$ cat config.mk
export PLATFORM = sky130hd
export DESIGN_NAME = pr_compute_unit
export DESIGN_NICKNAME = d
export VERILOG_FILES = /design/src/pr_pkg.sv /design/src/pr_cmd_arbiter.sv /design/src/pr_compute_unit.sv /design/src/pr_edge_reader.sv /design/src/pr_rank_accumulator.sv /design/src/pr_rank_reader.sv /design/src/pr_response_router.sv /design/src/pr_vertex_queue.sv
export SDC_FILE = /design/constraint.sdc
export NUM_CORES = 2
export LEC_CHECK = 0
export BUFFER_PORTS_ARGS = -buffer_cell sky130_fd_sc_hd__buf_2
export CAP_MARGIN = 10
export CORE_MARGIN = 2
export CORE_UTILIZATION = 56
export CTS_CLUSTER_SIZE = 25
export DETAILED_ROUTE_END_ITERATION = 8
export GPL_TIMING_DRIVEN = 0
export PLACE_DENSITY = 0.8
export SLEW_MARGIN = 20
export SYNTH_ARGS = -nofsm -noshare
export SYNTH_HDL_FRONTEND = slang
export SYNTH_SLANG_ARGS = --single-unit
$ cat constraint.sdc
create_clock -name clock -period 5.8 [get_ports clock]
set_input_delay 0.58 -clock clock [delete_from_list [all_inputs] [get_ports clock]]
set_output_delay 0.58 -clock clock [all_outputs]
set_load 0.02 [all_outputs]
$ cat src/pr_pkg.sv
// PageRank compute unit shared types: field widths, read tags and the read data word
package pr_pkg;

	////////////////////////////////////////////////////////////////////////////
	// Field widths
	////////////////////////////////////////////////////////////////////////////

	localparam int VERTEX_W     = 16;
	localparam int ADDR_W       = 24;
	localparam int RANK_W       = 32;
	localparam int EDGE_COUNT_W = 16;
	// Width of the running completion counters
	localparam int COUNT_W      = 32;

	typedef logic [VERTEX_W-1:0]     vertex_id_t;
	typedef logic [ADDR_W-1:0]       addr_t;
	// Unsigned fixed point, sums wrap modulo 2^32
	typedef logic [RANK_W-1:0]       rank_t;
	typedef logic [EDGE_COUNT_W-1:0] edge_count_t;

	////////////////////////////////////////////////////////////////////////////
	// Read tags name the array a command or data word belongs to
	////////////////////////////////////////////////////////////////////////////

	typedef logic [0:0] read_tag_t;

	localparam read_tag_t TAG_EDGE = 1'b0;
	localparam read_tag_t TAG_RANK = 1'b1;

	////////////////////////////////////////////////////////////////////////////
	// Read data word, decoded by its tag
	////////////////////////////////////////////////////////////////////////////

	// Edge list entry keeps the neighbour in the low bits
	typedef union packed {
		struct packed {
			logic [RANK_W-VERTEX_W-1:0] pad;
			vertex_id_t                 vertex;
		} edge_entry;
		rank_t rank;
	} read_word_t;

endpackage

$ cat src/pr_cmd_arbiter.sv
// Read command arbiter: round-robin between edge and rank readers into a tagged command FIFO
`timescale 1ns/1ns

module pr_cmd_arbiter #(
	parameter int CMD_DEPTH = 8
) (
	input  logic              clock,
	input  logic              rstn,
	input  logic              edge_cmd_valid,
	input  pr_pkg::addr_t     edge_cmd_addr,
	output logic              edge_cmd_ready,
	input  logic              rank_cmd_valid,
	input  pr_pkg::addr_t     rank_cmd_addr,
	output logic              rank_cmd_ready,
	output logic              rd_cmd_request,
	output pr_pkg::addr_t     rd_cmd_addr,
	output pr_pkg::read_tag_t rd_cmd_tag,
	input  logic              rd_cmd_grant
);
	import pr_pkg::*;

	localparam int PTR_W = (CMD_DEPTH > 1) ? $clog2(CMD_DEPTH) : 1;
	localparam int CNT_W = $clog2(CMD_DEPTH + 1);

	addr_t            addr_mem [CMD_DEPTH];
	read_tag_t        tag_mem  [CMD_DEPTH];
	logic [PTR_W-1:0] wr_ptr;
	logic [PTR_W-1:0] rd_ptr;
	logic [CNT_W-1:0] fill;
	logic             fifo_full;
	logic             rr_rank;
	logic             take_edge;
	logic             take_rank;
	logic             push;
	logic             pop;

	assign fifo_full = (fill == CNT_W'(CMD_DEPTH));

	// rr_rank set gives the rank reader priority when both ask
	assign edge_cmd_ready = !fifo_full && !(rank_cmd_valid && rr_rank);
	assign rank_cmd_ready = !fifo_full && !(edge_cmd_valid && !rr_rank);
	assign take_edge      = edge_cmd_valid && edge_cmd_ready;
	assign take_rank      = rank_cmd_valid && rank_cmd_ready;
	assign push           = take_edge || take_rank;

	assign rd_cmd_request = (fill != '0);
	assign rd_cmd_addr    = addr_mem[rd_ptr];
	assign rd_cmd_tag     = tag_mem[rd_ptr];
	assign pop            = rd_cmd_request && rd_cmd_grant;

	always_ff @(posedge clock or negedge rstn) begin
		if (!rstn) begin
			fill    <= '0;
			wr_ptr  <= '0;
			rd_ptr  <= '0;
			rr_rank <= 1'b0;
		end else begin
			if (push && !pop) begin
				fill <= fill + 1'b1;
			end else if (!push && pop) begin
				fill <= fill - 1'b1;
			end
			if (push) begin
				wr_ptr  <= (wr_ptr == PTR_W'(CMD_DEPTH - 1)) ? '0 : wr_ptr + 1'b1;
				// Winner drops to lowest priority
				rr_rank <= take_edge;
			end
			if (pop) begin
				rd_ptr <= (rd_ptr == PTR_W'(CMD_DEPTH - 1)) ? '0 : rd_ptr + 1'b1;
			end
		end
	end

	always_ff @(posedge clock) begin
		if (push) begin
			addr_mem[wr_ptr] <= take_rank ? rank_cmd_addr : edge_cmd_addr;
			tag_mem[wr_ptr]  <= take_rank ? TAG_RANK : TAG_EDGE;
		end
	end

endmodule

$ cat src/pr_compute_unit.sv
// PageRank vertex-pull compute unit: edge and rank reads over one shared port, per-vertex sums
`timescale 1ns/1ns

module pr_compute_unit #(
	parameter int            VERTEX_DEPTH   = 16,
	parameter int            CMD_DEPTH      = 8,
	parameter int            NEIGHBOR_DEPTH = 4,
	parameter pr_pkg::addr_t RANK_BASE      = 24'h100000
) (
	input  logic                       clock,
	input  logic                       rstn,
	input  logic                       vertex_valid,
	output logic                       vertex_ready,
	input  pr_pkg::vertex_id_t         vertex_id,
	input  pr_pkg::addr_t              edge_start,
	input  pr_pkg::edge_count_t        edge_count,
	output logic                       rd_cmd_request,
	input  logic                       rd_cmd_grant,
	output pr_pkg::addr_t              rd_cmd_addr,
	output pr_pkg::read_tag_t          rd_cmd_tag,
	input  logic                       rd_data_valid,
	input  pr_pkg::read_tag_t          rd_data_tag,
	input  pr_pkg::read_word_t         rd_data,
	output logic                       wr_valid,
	input  logic                       wr_grant,
	output pr_pkg::vertex_id_t         wr_vertex,
	output pr_pkg::rank_t              wr_sum,
	output logic [pr_pkg::COUNT_W-1:0] vertex_done_count,
	output logic [pr_pkg::COUNT_W-1:0] edge_done_count
);
	import pr_pkg::*;

	// Current job
	logic        job_valid;
	vertex_id_t  job_vertex;
	addr_t       job_start;
	edge_count_t job_count;
	logic        job_done;

	// Reader command ports
	logic        edge_cmd_valid;
	addr_t       edge_cmd_addr;
	logic        edge_cmd_ready;
	logic        rank_cmd_valid;
	addr_t       rank_cmd_addr;
	logic        rank_cmd_ready;
	logic        neighbor_pop;

	// Routed read data
	logic        edge_valid;
	read_word_t  edge_word;
	logic        rank_valid;
	read_word_t  rank_word;

	////////////////////////////////////////////////////////////////////////////
	// Job side
	////////////////////////////////////////////////////////////////////////////

	pr_vertex_queue #(.VERTEX_DEPTH(VERTEX_DEPTH)) u_vertex_queue (
		.clock(clock), .rstn(rstn),
		.vertex_valid(vertex_valid), .vertex_ready(vertex_ready),
		.vertex_id(vertex_id), .edge_start(edge_start), .edge_count(edge_count),
		.job_valid(job_valid), .job_vertex(job_vertex),
		.job_start(job_start), .job_count(job_count), .job_done(job_done)
	);

	pr_edge_reader #(.NEIGHBOR_DEPTH(NEIGHBOR_DEPTH)) u_edge_reader (
		.clock(clock), .rstn(rstn),
		.job_valid(job_valid), .job_start(job_start), .job_count(job_count),
		.cmd_valid(edge_cmd_valid), .cmd_addr(edge_cmd_addr), .cmd_ready(edge_cmd_ready),
		.neighbor_pop(neighbor_pop)
	);

	pr_rank_reader #(.NEIGHBOR_DEPTH(NEIGHBOR_DEPTH), .RANK_BASE(RANK_BASE)) u_rank_reader (
		.clock(clock), .rstn(rstn),
		.edge_valid(edge_valid), .edge_word(edge_word),
		.cmd_valid(rank_cmd_valid), .cmd_addr(rank_cmd_addr), .cmd_ready(rank_cmd_ready),
		.neighbor_pop(neighbor_pop)
	);

	////////////////////////////////////////////////////////////////////////////
	// Shared read port
	////////////////////////////////////////////////////////////////////////////

	pr_cmd_arbiter #(.CMD_DEPTH(CMD_DEPTH)) u_cmd_arbiter (
		.clock(clock), .rstn(rstn),
		.edge_cmd_valid(edge_cmd_valid), .edge_cmd_addr(edge_cmd_addr),
		.edge_cmd_ready(edge_cmd_ready),
		.rank_cmd_valid(rank_cmd_valid), .rank_cmd_addr(rank_cmd_addr),
		.rank_cmd_ready(rank_cmd_ready),
		.rd_cmd_request(rd_cmd_request), .rd_cmd_addr(rd_cmd_addr),
		.rd_cmd_tag(rd_cmd_tag), .rd_cmd_grant(rd_cmd_grant)
	);

	pr_response_router u_response_router (
		.clock(clock), .rstn(rstn),
		.rd_data_valid(rd_data_valid), .rd_data_tag(rd_data_tag), .rd_data(rd_data),
		.edge_valid(edge_valid), .edge_word(edge_word),
		.rank_valid(rank_valid), .rank_word(rank_word)
	);

	////////////////////////////////////////////////////////////////////////////
	// Result side
	////////////////////////////////////////////////////////////////////////////

	pr_rank_accumulator u_rank_accumulator (
		.clock(clock), .rstn(rstn),
		.job_valid(job_valid), .job_vertex(job_vertex), .job_count(job_count),
		.rank_valid(rank_valid), .rank_word(rank_word),
		.wr_valid(wr_valid), .wr_vertex(wr_vertex), .wr_sum(wr_sum), .wr_grant(wr_grant),
		.job_done(job_done),
		.vertex_done_count(vertex_done_count), .edge_done_count(edge_done_count)
	);

endmodule

$ cat src/pr_edge_reader.sv
// Edge list reader: walks the current vertex's edge list under an outstanding-read limit
`timescale 1ns/1ns

module pr_edge_reader #(
	parameter int NEIGHBOR_DEPTH = 4
) (
	input  logic                clock,
	input  logic                rstn,
	input  logic                job_valid,
	input  pr_pkg::addr_t       job_start,
	input  pr_pkg::edge_count_t job_count,
	output logic                cmd_valid,
	output pr_pkg::addr_t       cmd_addr,
	input  logic                cmd_ready,
	input  logic                neighbor_pop
);
	import pr_pkg::*;

	localparam int CREDIT_W = $clog2(NEIGHBOR_DEPTH + 1);

	edge_count_t         issue_idx;
	logic [CREDIT_W-1:0] outstanding;
	logic                issue;

	// Outstanding reads never exceed the neighbour buffer in the rank reader
	assign cmd_valid = job_valid && (issue_idx < job_count)
		&& (outstanding < CREDIT_W'(NEIGHBOR_DEPTH));
	assign cmd_addr  = job_start + ADDR_W'(issue_idx);
	assign issue     = cmd_valid && cmd_ready;

	always_ff @(posedge clock or negedge rstn) begin
		if (!rstn) begin
			issue_idx <= '0;
		end else if (!job_valid) begin
			// Idle gap between jobs rewinds the walk
			issue_idx <= '0;
		end else if (issue) begin
			issue_idx <= issue_idx + 1'b1;
		end
	end

	////////////////////////////////////////////////////////////////////////////
	// Credits, taken on issue and returned when the rank reader pops
	////////////////////////////////////////////////////////////////////////////

	always_ff @(posedge clock or negedge rstn) begin
		if (!rstn) begin
			outstanding <= '0;
		end else begin
			case ({issue, neighbor_pop})
				2'b10:   outstanding <= outstanding + 1'b1;
				2'b01:   outstanding <= outstanding - 1'b1;
				default: outstanding <= outstanding;
			endcase
		end
	end

endmodule

$ cat src/pr_rank_accumulator.sv
// Rank accumulator: sums neighbour contributions and holds the vertex result until granted
`timescale 1ns/1ns

module pr_rank_accumulator (
	input  logic                         clock,
	input  logic                         rstn,
	input  logic                         job_valid,
	input  pr_pkg::vertex_id_t           job_vertex,
	input  pr_pkg::edge_count_t          job_count,
	input  logic                         rank_valid,
	input  pr_pkg::read_word_t           rank_word,
	output logic                         wr_valid,
	output pr_pkg::vertex_id_t           wr_vertex,
	output pr_pkg::rank_t                wr_sum,
	input  logic                         wr_grant,
	output logic                         job_done,
	output logic [pr_pkg::COUNT_W-1:0]   vertex_done_count,
	output logic [pr_pkg::COUNT_W-1:0]   edge_done_count
);
	import pr_pkg::*;

	rank_t       sum;
	edge_count_t received;

	// A zero-edge job completes as soon as it shows up
	assign wr_valid  = job_valid && (received == job_count);
	assign wr_vertex = job_vertex;
	assign wr_sum    = sum;
	assign job_done  = wr_valid && wr_grant;

	////////////////////////////////////////////////////////////////////////////
	// Sum and received count, cleared when the result leaves
	////////////////////////////////////////////////////////////////////////////

	always_ff @(posedge clock or negedge rstn) begin
		if (!rstn) begin
			sum      <= '0;
			received <= '0;
		end else if (job_done) begin
			sum      <= '0;
			received <= '0;
		end else if (rank_valid) begin
			// Wraps modulo 2^32
			sum      <= sum + rank_word.rank;
			received <= received + 1'b1;
		end
	end

	always_ff @(posedge clock or negedge rstn) begin
		if (!rstn) begin
			vertex_done_count <= '0;
			edge_done_count   <= '0;
		end else if (job_done) begin
			vertex_done_count <= vertex_done_count + 1'b1;
			edge_done_count   <= edge_done_count + COUNT_W'(job_count);
		end
	end

endmodule

$ cat src/pr_rank_reader.sv
// Rank reader: buffers neighbour numbers from edge entries and issues rank array reads
`timescale 1ns/1ns

module pr_rank_reader #(
	parameter int            NEIGHBOR_DEPTH = 4,
	parameter pr_pkg::addr_t RANK_BASE      = 24'h100000
) (
	input  logic               clock,
	input  logic               rstn,
	input  logic               edge_valid,
	input  pr_pkg::read_word_t edge_word,
	output logic               cmd_valid,
	output pr_pkg::addr_t      cmd_addr,
	input  logic               cmd_ready,
	output logic               neighbor_pop
);
	import pr_pkg::*;

	localparam int PTR_W = (NEIGHBOR_DEPTH > 1) ? $clog2(NEIGHBOR_DEPTH) : 1;
	localparam int CNT_W = $clog2(NEIGHBOR_DEPTH + 1);

	vertex_id_t       nb_mem [NEIGHBOR_DEPTH];
	logic [PTR_W-1:0] wr_ptr;
	logic [PTR_W-1:0] rd_ptr;
	logic [CNT_W-1:0] fill;

	// Space is guaranteed by the edge reader's credits
	assign cmd_valid    = (fill != '0);
	assign cmd_addr     = RANK_BASE + ADDR_W'(nb_mem[rd_ptr]);
	assign neighbor_pop = cmd_valid && cmd_ready;

	always_ff @(posedge clock or negedge rstn) begin
		if (!rstn) begin
			fill   <= '0;
			wr_ptr <= '0;
			rd_ptr <= '0;
		end else begin
			if (edge_valid && !neighbor_pop) begin
				fill <= fill + 1'b1;
			end else if (!edge_valid && neighbor_pop) begin
				fill <= fill - 1'b1;
			end
			if (edge_valid) begin
				wr_ptr <= (wr_ptr == PTR_W'(NEIGHBOR_DEPTH - 1)) ? '0 : wr_ptr + 1'b1;
			end
			if (neighbor_pop) begin
				rd_ptr <= (rd_ptr == PTR_W'(NEIGHBOR_DEPTH - 1)) ? '0 : rd_ptr + 1'b1;
			end
		end
	end

	// Word arrives as an edge list entry
	always_ff @(posedge clock) begin
		if (edge_valid) begin
			nb_mem[wr_ptr] <= edge_word.edge_entry.vertex;
		end
	end

endmodule

$ cat src/pr_response_router.sv
// Read data router: registers each returned word and steers it to its consumer by tag
`timescale 1ns/1ns

module pr_response_router (
	input  logic               clock,
	input  logic               rstn,
	input  logic               rd_data_valid,
	input  pr_pkg::read_tag_t  rd_data_tag,
	input  pr_pkg::read_word_t rd_data,
	output logic               edge_valid,
	output pr_pkg::read_word_t edge_word,
	output logic               rank_valid,
	output pr_pkg::read_word_t rank_word
);
	import pr_pkg::*;

	read_word_t word_q;

	always_ff @(posedge clock or negedge rstn) begin
		if (!rstn) begin
			edge_valid <= 1'b0;
			rank_valid <= 1'b0;
		end else begin
			edge_valid <= rd_data_valid && (rd_data_tag == TAG_EDGE);
			rank_valid <= rd_data_valid && (rd_data_tag == TAG_RANK);
		end
	end

	always_ff @(posedge clock) begin
		if (rd_data_valid) begin
			word_q <= rd_data;
		end
	end

	// Same register feeds both sides, only one valid is ever raised
	assign edge_word = word_q;
	assign rank_word = word_q;

endmodule

$ cat src/pr_vertex_queue.sv
// Vertex job queue: buffers incoming jobs and presents one current job at a time
`timescale 1ns/1ns

module pr_vertex_queue #(
	parameter int VERTEX_DEPTH = 16
) (
	input  logic                clock,
	input  logic                rstn,
	input  logic                vertex_valid,
	output logic                vertex_ready,
	input  pr_pkg::vertex_id_t  vertex_id,
	input  pr_pkg::addr_t       edge_start,
	input  pr_pkg::edge_count_t edge_count,
	output logic                job_valid,
	output pr_pkg::vertex_id_t  job_vertex,
	output pr_pkg::addr_t       job_start,
	output pr_pkg::edge_count_t job_count,
	input  logic                job_done
);
	import pr_pkg::*;

	localparam int PTR_W = (VERTEX_DEPTH > 1) ? $clog2(VERTEX_DEPTH) : 1;
	localparam int CNT_W = $clog2(VERTEX_DEPTH + 1);

	vertex_id_t       id_mem    [VERTEX_DEPTH];
	addr_t            start_mem [VERTEX_DEPTH];
	edge_count_t      count_mem [VERTEX_DEPTH];
	logic [PTR_W-1:0] wr_ptr;
	logic [PTR_W-1:0] rd_ptr;
	logic [CNT_W-1:0] fill;
	logic [CNT_W-1:0] fill_next;
	logic             push;
	logic             load;
	logic             bypass;
	logic             fifo_push;
	logic             fifo_pop;
	logic             fifo_empty;

	assign push       = vertex_valid && vertex_ready;
	assign fifo_empty = (fill == '0);
	// Current job slot refills only after it has been empty for a cycle
	assign load       = !job_valid && (push || !fifo_empty);
	// Empty queue hands the incoming job straight to the current slot
	assign bypass     = load && fifo_empty;
	assign fifo_push  = push && !bypass;
	assign fifo_pop   = load && !fifo_empty;

	always_comb begin
		fill_next = fill;
		if (fifo_push && !fifo_pop) begin
			fill_next = fill + 1'b1;
		end else if (!fifo_push && fifo_pop) begin
			fill_next = fill - 1'b1;
		end
	end

	always_ff @(posedge clock or negedge rstn) begin
		if (!rstn) begin
			fill         <= '0;
			wr_ptr       <= '0;
			rd_ptr       <= '0;
			vertex_ready <= 1'b0;
			job_valid    <= 1'b0;
		end else begin
			fill         <= fill_next;
			vertex_ready <= (fill_next < CNT_W'(VERTEX_DEPTH));
			if (fifo_push) begin
				wr_ptr <= (wr_ptr == PTR_W'(VERTEX_DEPTH - 1)) ? '0 : wr_ptr + 1'b1;
			end
			if (fifo_pop) begin
				rd_ptr <= (rd_ptr == PTR_W'(VERTEX_DEPTH - 1)) ? '0 : rd_ptr + 1'b1;
			end
			if (job_done) begin
				job_valid <= 1'b0;
			end else if (load) begin
				job_valid <= 1'b1;
			end
		end
	end

	always_ff @(posedge clock) begin
		if (fifo_push) begin
			id_mem[wr_ptr]    <= vertex_id;
			start_mem[wr_ptr] <= edge_start;
			count_mem[wr_ptr] <= edge_count;
		end
		if (load) begin
			job_vertex <= bypass ? vertex_id  : id_mem[rd_ptr];
			job_start  <= bypass ? edge_start : start_mem[rd_ptr];
			job_count  <= bypass ? edge_count : count_mem[rd_ptr];
		end
	end

endmodule

==> metrics.txt <==
# TYPE chip_impl_metric gauge
chip_impl_metric{name="post_drt_wl_per_cell",unit="um"} 25.56
chip_impl_metric{name="avgSynthCellArea",unit="sq um"} 16.59
chip_impl_metric{name="synth-edff-count",unit=""} 1248
chip_impl_info{name="hold_path.class",value="in -> reg"} 1
chip_impl_metric{name="drt_iter0_markers",unit=""} 3798
chip_impl_metric{name="hold_violations",unit=""} 0
chip_impl_metric{name="clk_latency",unit="ns"} 0.76
chip_impl_metric{name="io_pins",unit=""} 235
chip_impl_info{name="cts_root_buf",value="sky130_fd_sc_hd__clkbuf_16"} 1
chip_impl_metric{name="post-synth-top-area-fraction",unit=""} 0.6381
chip_impl_info{name="layout.cells.most_common",value="sky130_fd_sc_hd__edfxtp_1"} 1
chip_impl_info{name="grt_setup_unrepaired",value="false"} 1
chip_impl_metric{name="grt_first_pass_wirelength",unit="um"} 211100
chip_impl_metric{name="timing.critical_path.buf_inv",unit=""} 7
chip_impl_metric{name="gp_congestion",unit=""} 0.9157
chip_impl_metric{name="setup_ws",unit="ns"} 0.9773
chip_impl_info{name="critical_path.reg2reg.endpoint",value="u_cmd_arbiter.addr_mem[1][7]"} 1
chip_impl_metric{name="synth-compound-area-share",unit=""} 0.05755
chip_impl_metric{name="vias_per_cell",unit=""} 6.207
chip_impl_info{name="path_delay_family",value="buffers and inverters"} 1
chip_impl_metric{name="synth.cell_area",unit="sq um"} 58730
chip_impl_metric{name="synthSimpleGateAreaFrac",unit=""} 0.05068
chip_impl_metric{name="fin_util",unit=""} 0.6538
chip_impl_metric{name="ys_types",unit=""} 70
chip_impl_metric{name="finish.net_count",unit=""} 4217
chip_impl_metric{name="post_synth_xor_area_fraction",unit=""} 0.02386
chip_impl_metric{name="critPathRequiredTime",unit="ns"} 6.25
chip_impl_metric{name="leakagePower",unit="nW"} 23.65
chip_impl_metric{name="synth_seq_area_share",unit=""} 0.7089
chip_impl_metric{name="arrival",unit="ns"} 5.27
chip_impl_metric{name="grt_max_degree",unit=""} 92
chip_impl_metric{name="crit_fanout",unit=""} 11
chip_impl_metric{name="final_period_minus_worst_setup_slack",unit="ns"} 4.823
chip_impl_info{name="cp_slowest_cell",value="sky130_fd_sc_hd__nor3_2"} 1
chip_impl_metric{name="slew-limit-headroom",unit=""} 0.1649
chip_impl_metric{name="timing.reg2reg.setup_slack",unit="ns"} 0.98
chip_impl_metric{name="post-dp-hpwl",unit="um"} 92780
chip_impl_info{name="synth.area.top_cells",value="sky130_fd_sc_hd__edfxtp_1 64%, sky130_fd_sc_hd__dfrtp_1 7.1%, sky130_fd_sc_hd__mux4_2 6.9%"} 1
chip_impl_metric{name="cts_inserted_buffers",unit=""} 138
chip_impl_metric{name="dieHeight",unit="um"} 327.8
chip_impl_metric{name="detail_route.wirelength",unit="um"} 140900
chip_impl_metric{name="postCtsSetupBuffers",unit=""} 0
chip_impl_metric{name="final_layout_size_suffix_gt1_frac",unit=""} 0.2071
chip_impl_metric{name="timing.final.setup_violations",unit=""} 0
chip_impl_metric{name="yosysWarningCount",unit=""} 0
chip_impl_info{name="hold_path_startpoint",value="rd_data[9]"} 1
chip_impl_metric{name="grt.overflow.total",unit=""} 0
chip_impl_metric{name="area_of_the_core",unit="sq um"} 103800
chip_impl_metric{name="fin_worst_hold_slack",unit="ns"} 0.03738
chip_impl_metric{name="post_synth_fa_ha_maj_area_fraction",unit=""} 0.02399
chip_impl_metric{name="clk_transition_reported_paths",unit="ns"} 0.06
chip_impl_metric{name="synthMuxAreaShare",unit=""} 0.1198
chip_impl_metric{name="row_count",unit=""} 118
chip_impl_metric{name="grtUsageTotal",unit=""} 0.2629
chip_impl_metric{name="min_period_over_period",unit=""} 0.8315
chip_impl_info{name="crit_chain",value="inv_1, ha_1, a21o_1, a21oi_1, o211ai_1, or3_1, a311oi_2, nor2_1, buf_2, ha_1, clkbuf_1, inv_1, nand2_1, nor3_2, buf_6, buf_4, buf_6"} 1
chip_impl_info{name="cts_tree",value="done"} 1
chip_impl_info{name="crit-reg2reg-launch",value="u_vertex_queue.job_count[13]"} 1
chip_impl_metric{name="clock_tree.buffer_depth",unit=""} 3
chip_impl_metric{name="detailroute.via_count",unit=""} 34210
chip_impl_metric{name="worstHoldPathCells",unit=""} 1
chip_impl_metric{name="initial_antenna_violation_count",unit=""} 17
chip_impl_info{name="synth_top_family_by_area",value="multiplexers"} 1
chip_impl_metric{name="die_x",unit="um"} 327.8
chip_impl_metric{name="htreeDepth",unit=""} 4
chip_impl_metric{name="max-cap-violations",unit=""} 0
chip_impl_metric{name="antenna_violating_nets_post_route",unit=""} 0
chip_impl_metric{name="dp_worst_setup_slack",unit="ns"} 1.012
chip_impl_metric{name="worst_slew_pin_slew",unit="ns"} 1.243
chip_impl_metric{name="floorplan.initialDensity",unit=""} 0.5658
chip_impl_metric{name="finalPower",unit="mW"} 28.94
chip_impl_info{name="worst_setup_path_start_kind",value="register"} 1
chip_impl_metric{name="die-area",unit="sq um"} 107500
chip_impl_info{name="outcome",value="completed"} 1
chip_impl_metric{name="fraction_of_synthesis_flops_using_an_asynchronous_set_or_reset_pin",unit=""} 0.1174
chip_impl_metric{name="drt_first_pass_iters",unit=""} 5
chip_impl_metric{name="crit_path_max_incr_delay",unit="ns"} 0.55
chip_impl_info{name="crit_path_end_kind",value="register"} 1
chip_impl_metric{name="area_growth",unit="%"} 15.56
chip_impl_info{name="timing.hold.worst_endpoint",value="u_response_router.edge_word[9]"} 1
chip_impl_metric{name="numClockSinks",unit=""} 1414
chip_impl_metric{name="ir_drop",unit="mV"} 0.4101
chip_impl_metric{name="timing.fmax",unit="GHz"} 0.2074
chip_impl_info{name="crit_type",value="reg -> reg"} 1
chip_impl_metric{name="clock_skew",unit="ns"} 0.03042
chip_impl_metric{name="syn-instance-count",unit=""} 3540
chip_impl_metric{name="pwr_density_cell",unit="nW/um^2"} 426.4
chip_impl_metric{name="drc_errors",unit=""} 0
chip_impl_metric{name="r2r_cells",unit=""} 17
chip_impl_metric{name="synthesis.nets",unit=""} 3744
chip_impl_metric{name="place.port_buffers",unit=""} 234
chip_impl_metric{name="drv_slew",unit=""} 0
chip_impl_metric{name="flop_and_latch_count_out_of_synthesis",unit=""} 1414
chip_impl_metric{name="grt_pass1_vias",unit=""} 34500
chip_impl_info{name="ys_dominant_reg_cell",value="sky130_fd_sc_hd__edfxtp_1"} 1
chip_impl_metric{name="setup_tns",unit="ns"} 0
chip_impl_info{name="final_cell_mix",value="1248 x sky130_fd_sc_hd__edfxtp_1, 290 x sky130_fd_sc_hd__nand2_1, 258 x sky130_fd_sc_hd__buf_2"} 1
chip_impl_info{name="synth_top_area_cell",value="sky130_fd_sc_hd__edfxtp_1"} 1
[where the power goes]
group / total [mW] / switching [mW] / internal, mW
clock network: 8.70 / 3.81 / 4.89
logic: 6.80 / 4.13 / 2.67
registers: 13.4 / 0.581 / 12.9
[cells by family after synthesis]
family,after synthesis
flip-flops,1414
AND/OR/NAND/NOR,648
AO/OA/AOI/OAI,516
multiplexers,465
buffers and inverters,228
XOR/XNOR,160
adder cells (fa/ha/maj),109
[cells in the mapped netlist, drive strengths merged, types with 25 or more instances]
cell type,n
edfxtp,1248
nand2,290
mux2i,191
mux4,181
o21ai,179
dfrtp,166
nor2,116
a21oi,115
o221ai,111
ha,103
clkbuf,102
xnor2,98
mux2,93
inv,65
xor2,62
buf,61
nand3,54
nor3,35
a21o,34
and3,29
nand4,28
and2,25
[registers in the layout, indices dropped and copies added, names as in the netlist, 4 cells and up]
signal,cells
u_vertex_queue.wr_ptr,4
u_vertex_queue.rd_ptr,4
u_rank_accumulator.wr_sum,32
u_cmd_arbiter.addr_mem,192
u_rank_accumulator.received,16
u_vertex_queue.id_mem,256
u_vertex_queue.job_count,16
u_vertex_queue.fill,5
u_edge_reader.issue_idx,16
u_rank_reader.nb_mem,64
u_vertex_queue.job_start,24
u_cmd_arbiter.tag_mem,8
u_rank_accumulator.vertex_done_count,32
u_rank_accumulator.edge_done_count,32
u_cmd_arbiter.fill,4
u_vertex_queue.count_mem,256
u_vertex_queue.job_vertex,16
u_vertex_queue.start_mem,384
u_response_router.edge_word,32
[per-stage QoR]
step           cells  instance area [sq um]
2_1_floorplan   3540                  58750
6_report        5512                  67860
3_5_place_dp    5230                  63230
3_3_place_gp    5154                  61650
4_1_cts         5503                  67840
5_1_grt         5506                  67850
[repair_timing]
action | 4_1_cts | 5_1_grt
hold buffers | 23 | 0
resized for setup | 0 | 0
hold endpoints to repair | 112 | 0
[worst reg2reg max path, delay by kind of cell (launching register included)]
kind | cells | cell delay, ns
flip-flops | 1 | 0.44
AND/OR/NAND/NOR | 4 | 1.36
adder cells (fa/ha/maj) | 2 | 0.56
AO/OA/AOI/OAI | 4 | 0.81
buffers and inverters | 7 | 1.38
[cell type report]
class | instances | area (sq um)
Antenna cell | 9 | 22.52
Buffer | 163 | 659.4
Multi-Input combinational cell | 1898 | 16400
Fill cell | 6730 | 35930
Clock buffer | 167 | 3625
Inverter | 65 | 244.0
Clock inverter | 83 | 752.0
Timing Repair Buffer | 333 | 2803
Tap cell | 1380 | 1727
Sequential cell | 1414 | 41630
[per-layer routing]
metal	vias to the layer above	wire length, um	global-route usage
met5	-	51	0
met4	8	4823	0.1050
met3	351	13150	0.05489
met2	1839	69220	0.4274
met1	17200	53670	0.3499
li1	14820	-	-
[worst max path at each step]
stage | startpoint | end | slack [ns] | cells past startpoint
after detailed placement | u_vertex_queue.job_count[13] | u_cmd_arbiter.addr_mem[1][13] | 1.01 | 17
after floorplan | u_vertex_queue.job_count[13] | u_cmd_arbiter.addr_mem[0][0] | 0.33 | 12
after global placement | u_vertex_queue.job_count[13] | u_cmd_arbiter.addr_mem[0][13] | -2.32 | 12
after global routing | u_vertex_queue.job_count[5] | u_cmd_arbiter.addr_mem[1][7] | 0.75 | 16
final | u_vertex_queue.job_count[13] | u_cmd_arbiter.addr_mem[1][7] | 0.98 | 17
after CTS | u_vertex_queue.job_count[13] | u_cmd_arbiter.addr_mem[1][7] | 0.99 | 17
Power figures use the tool's default switching activity.
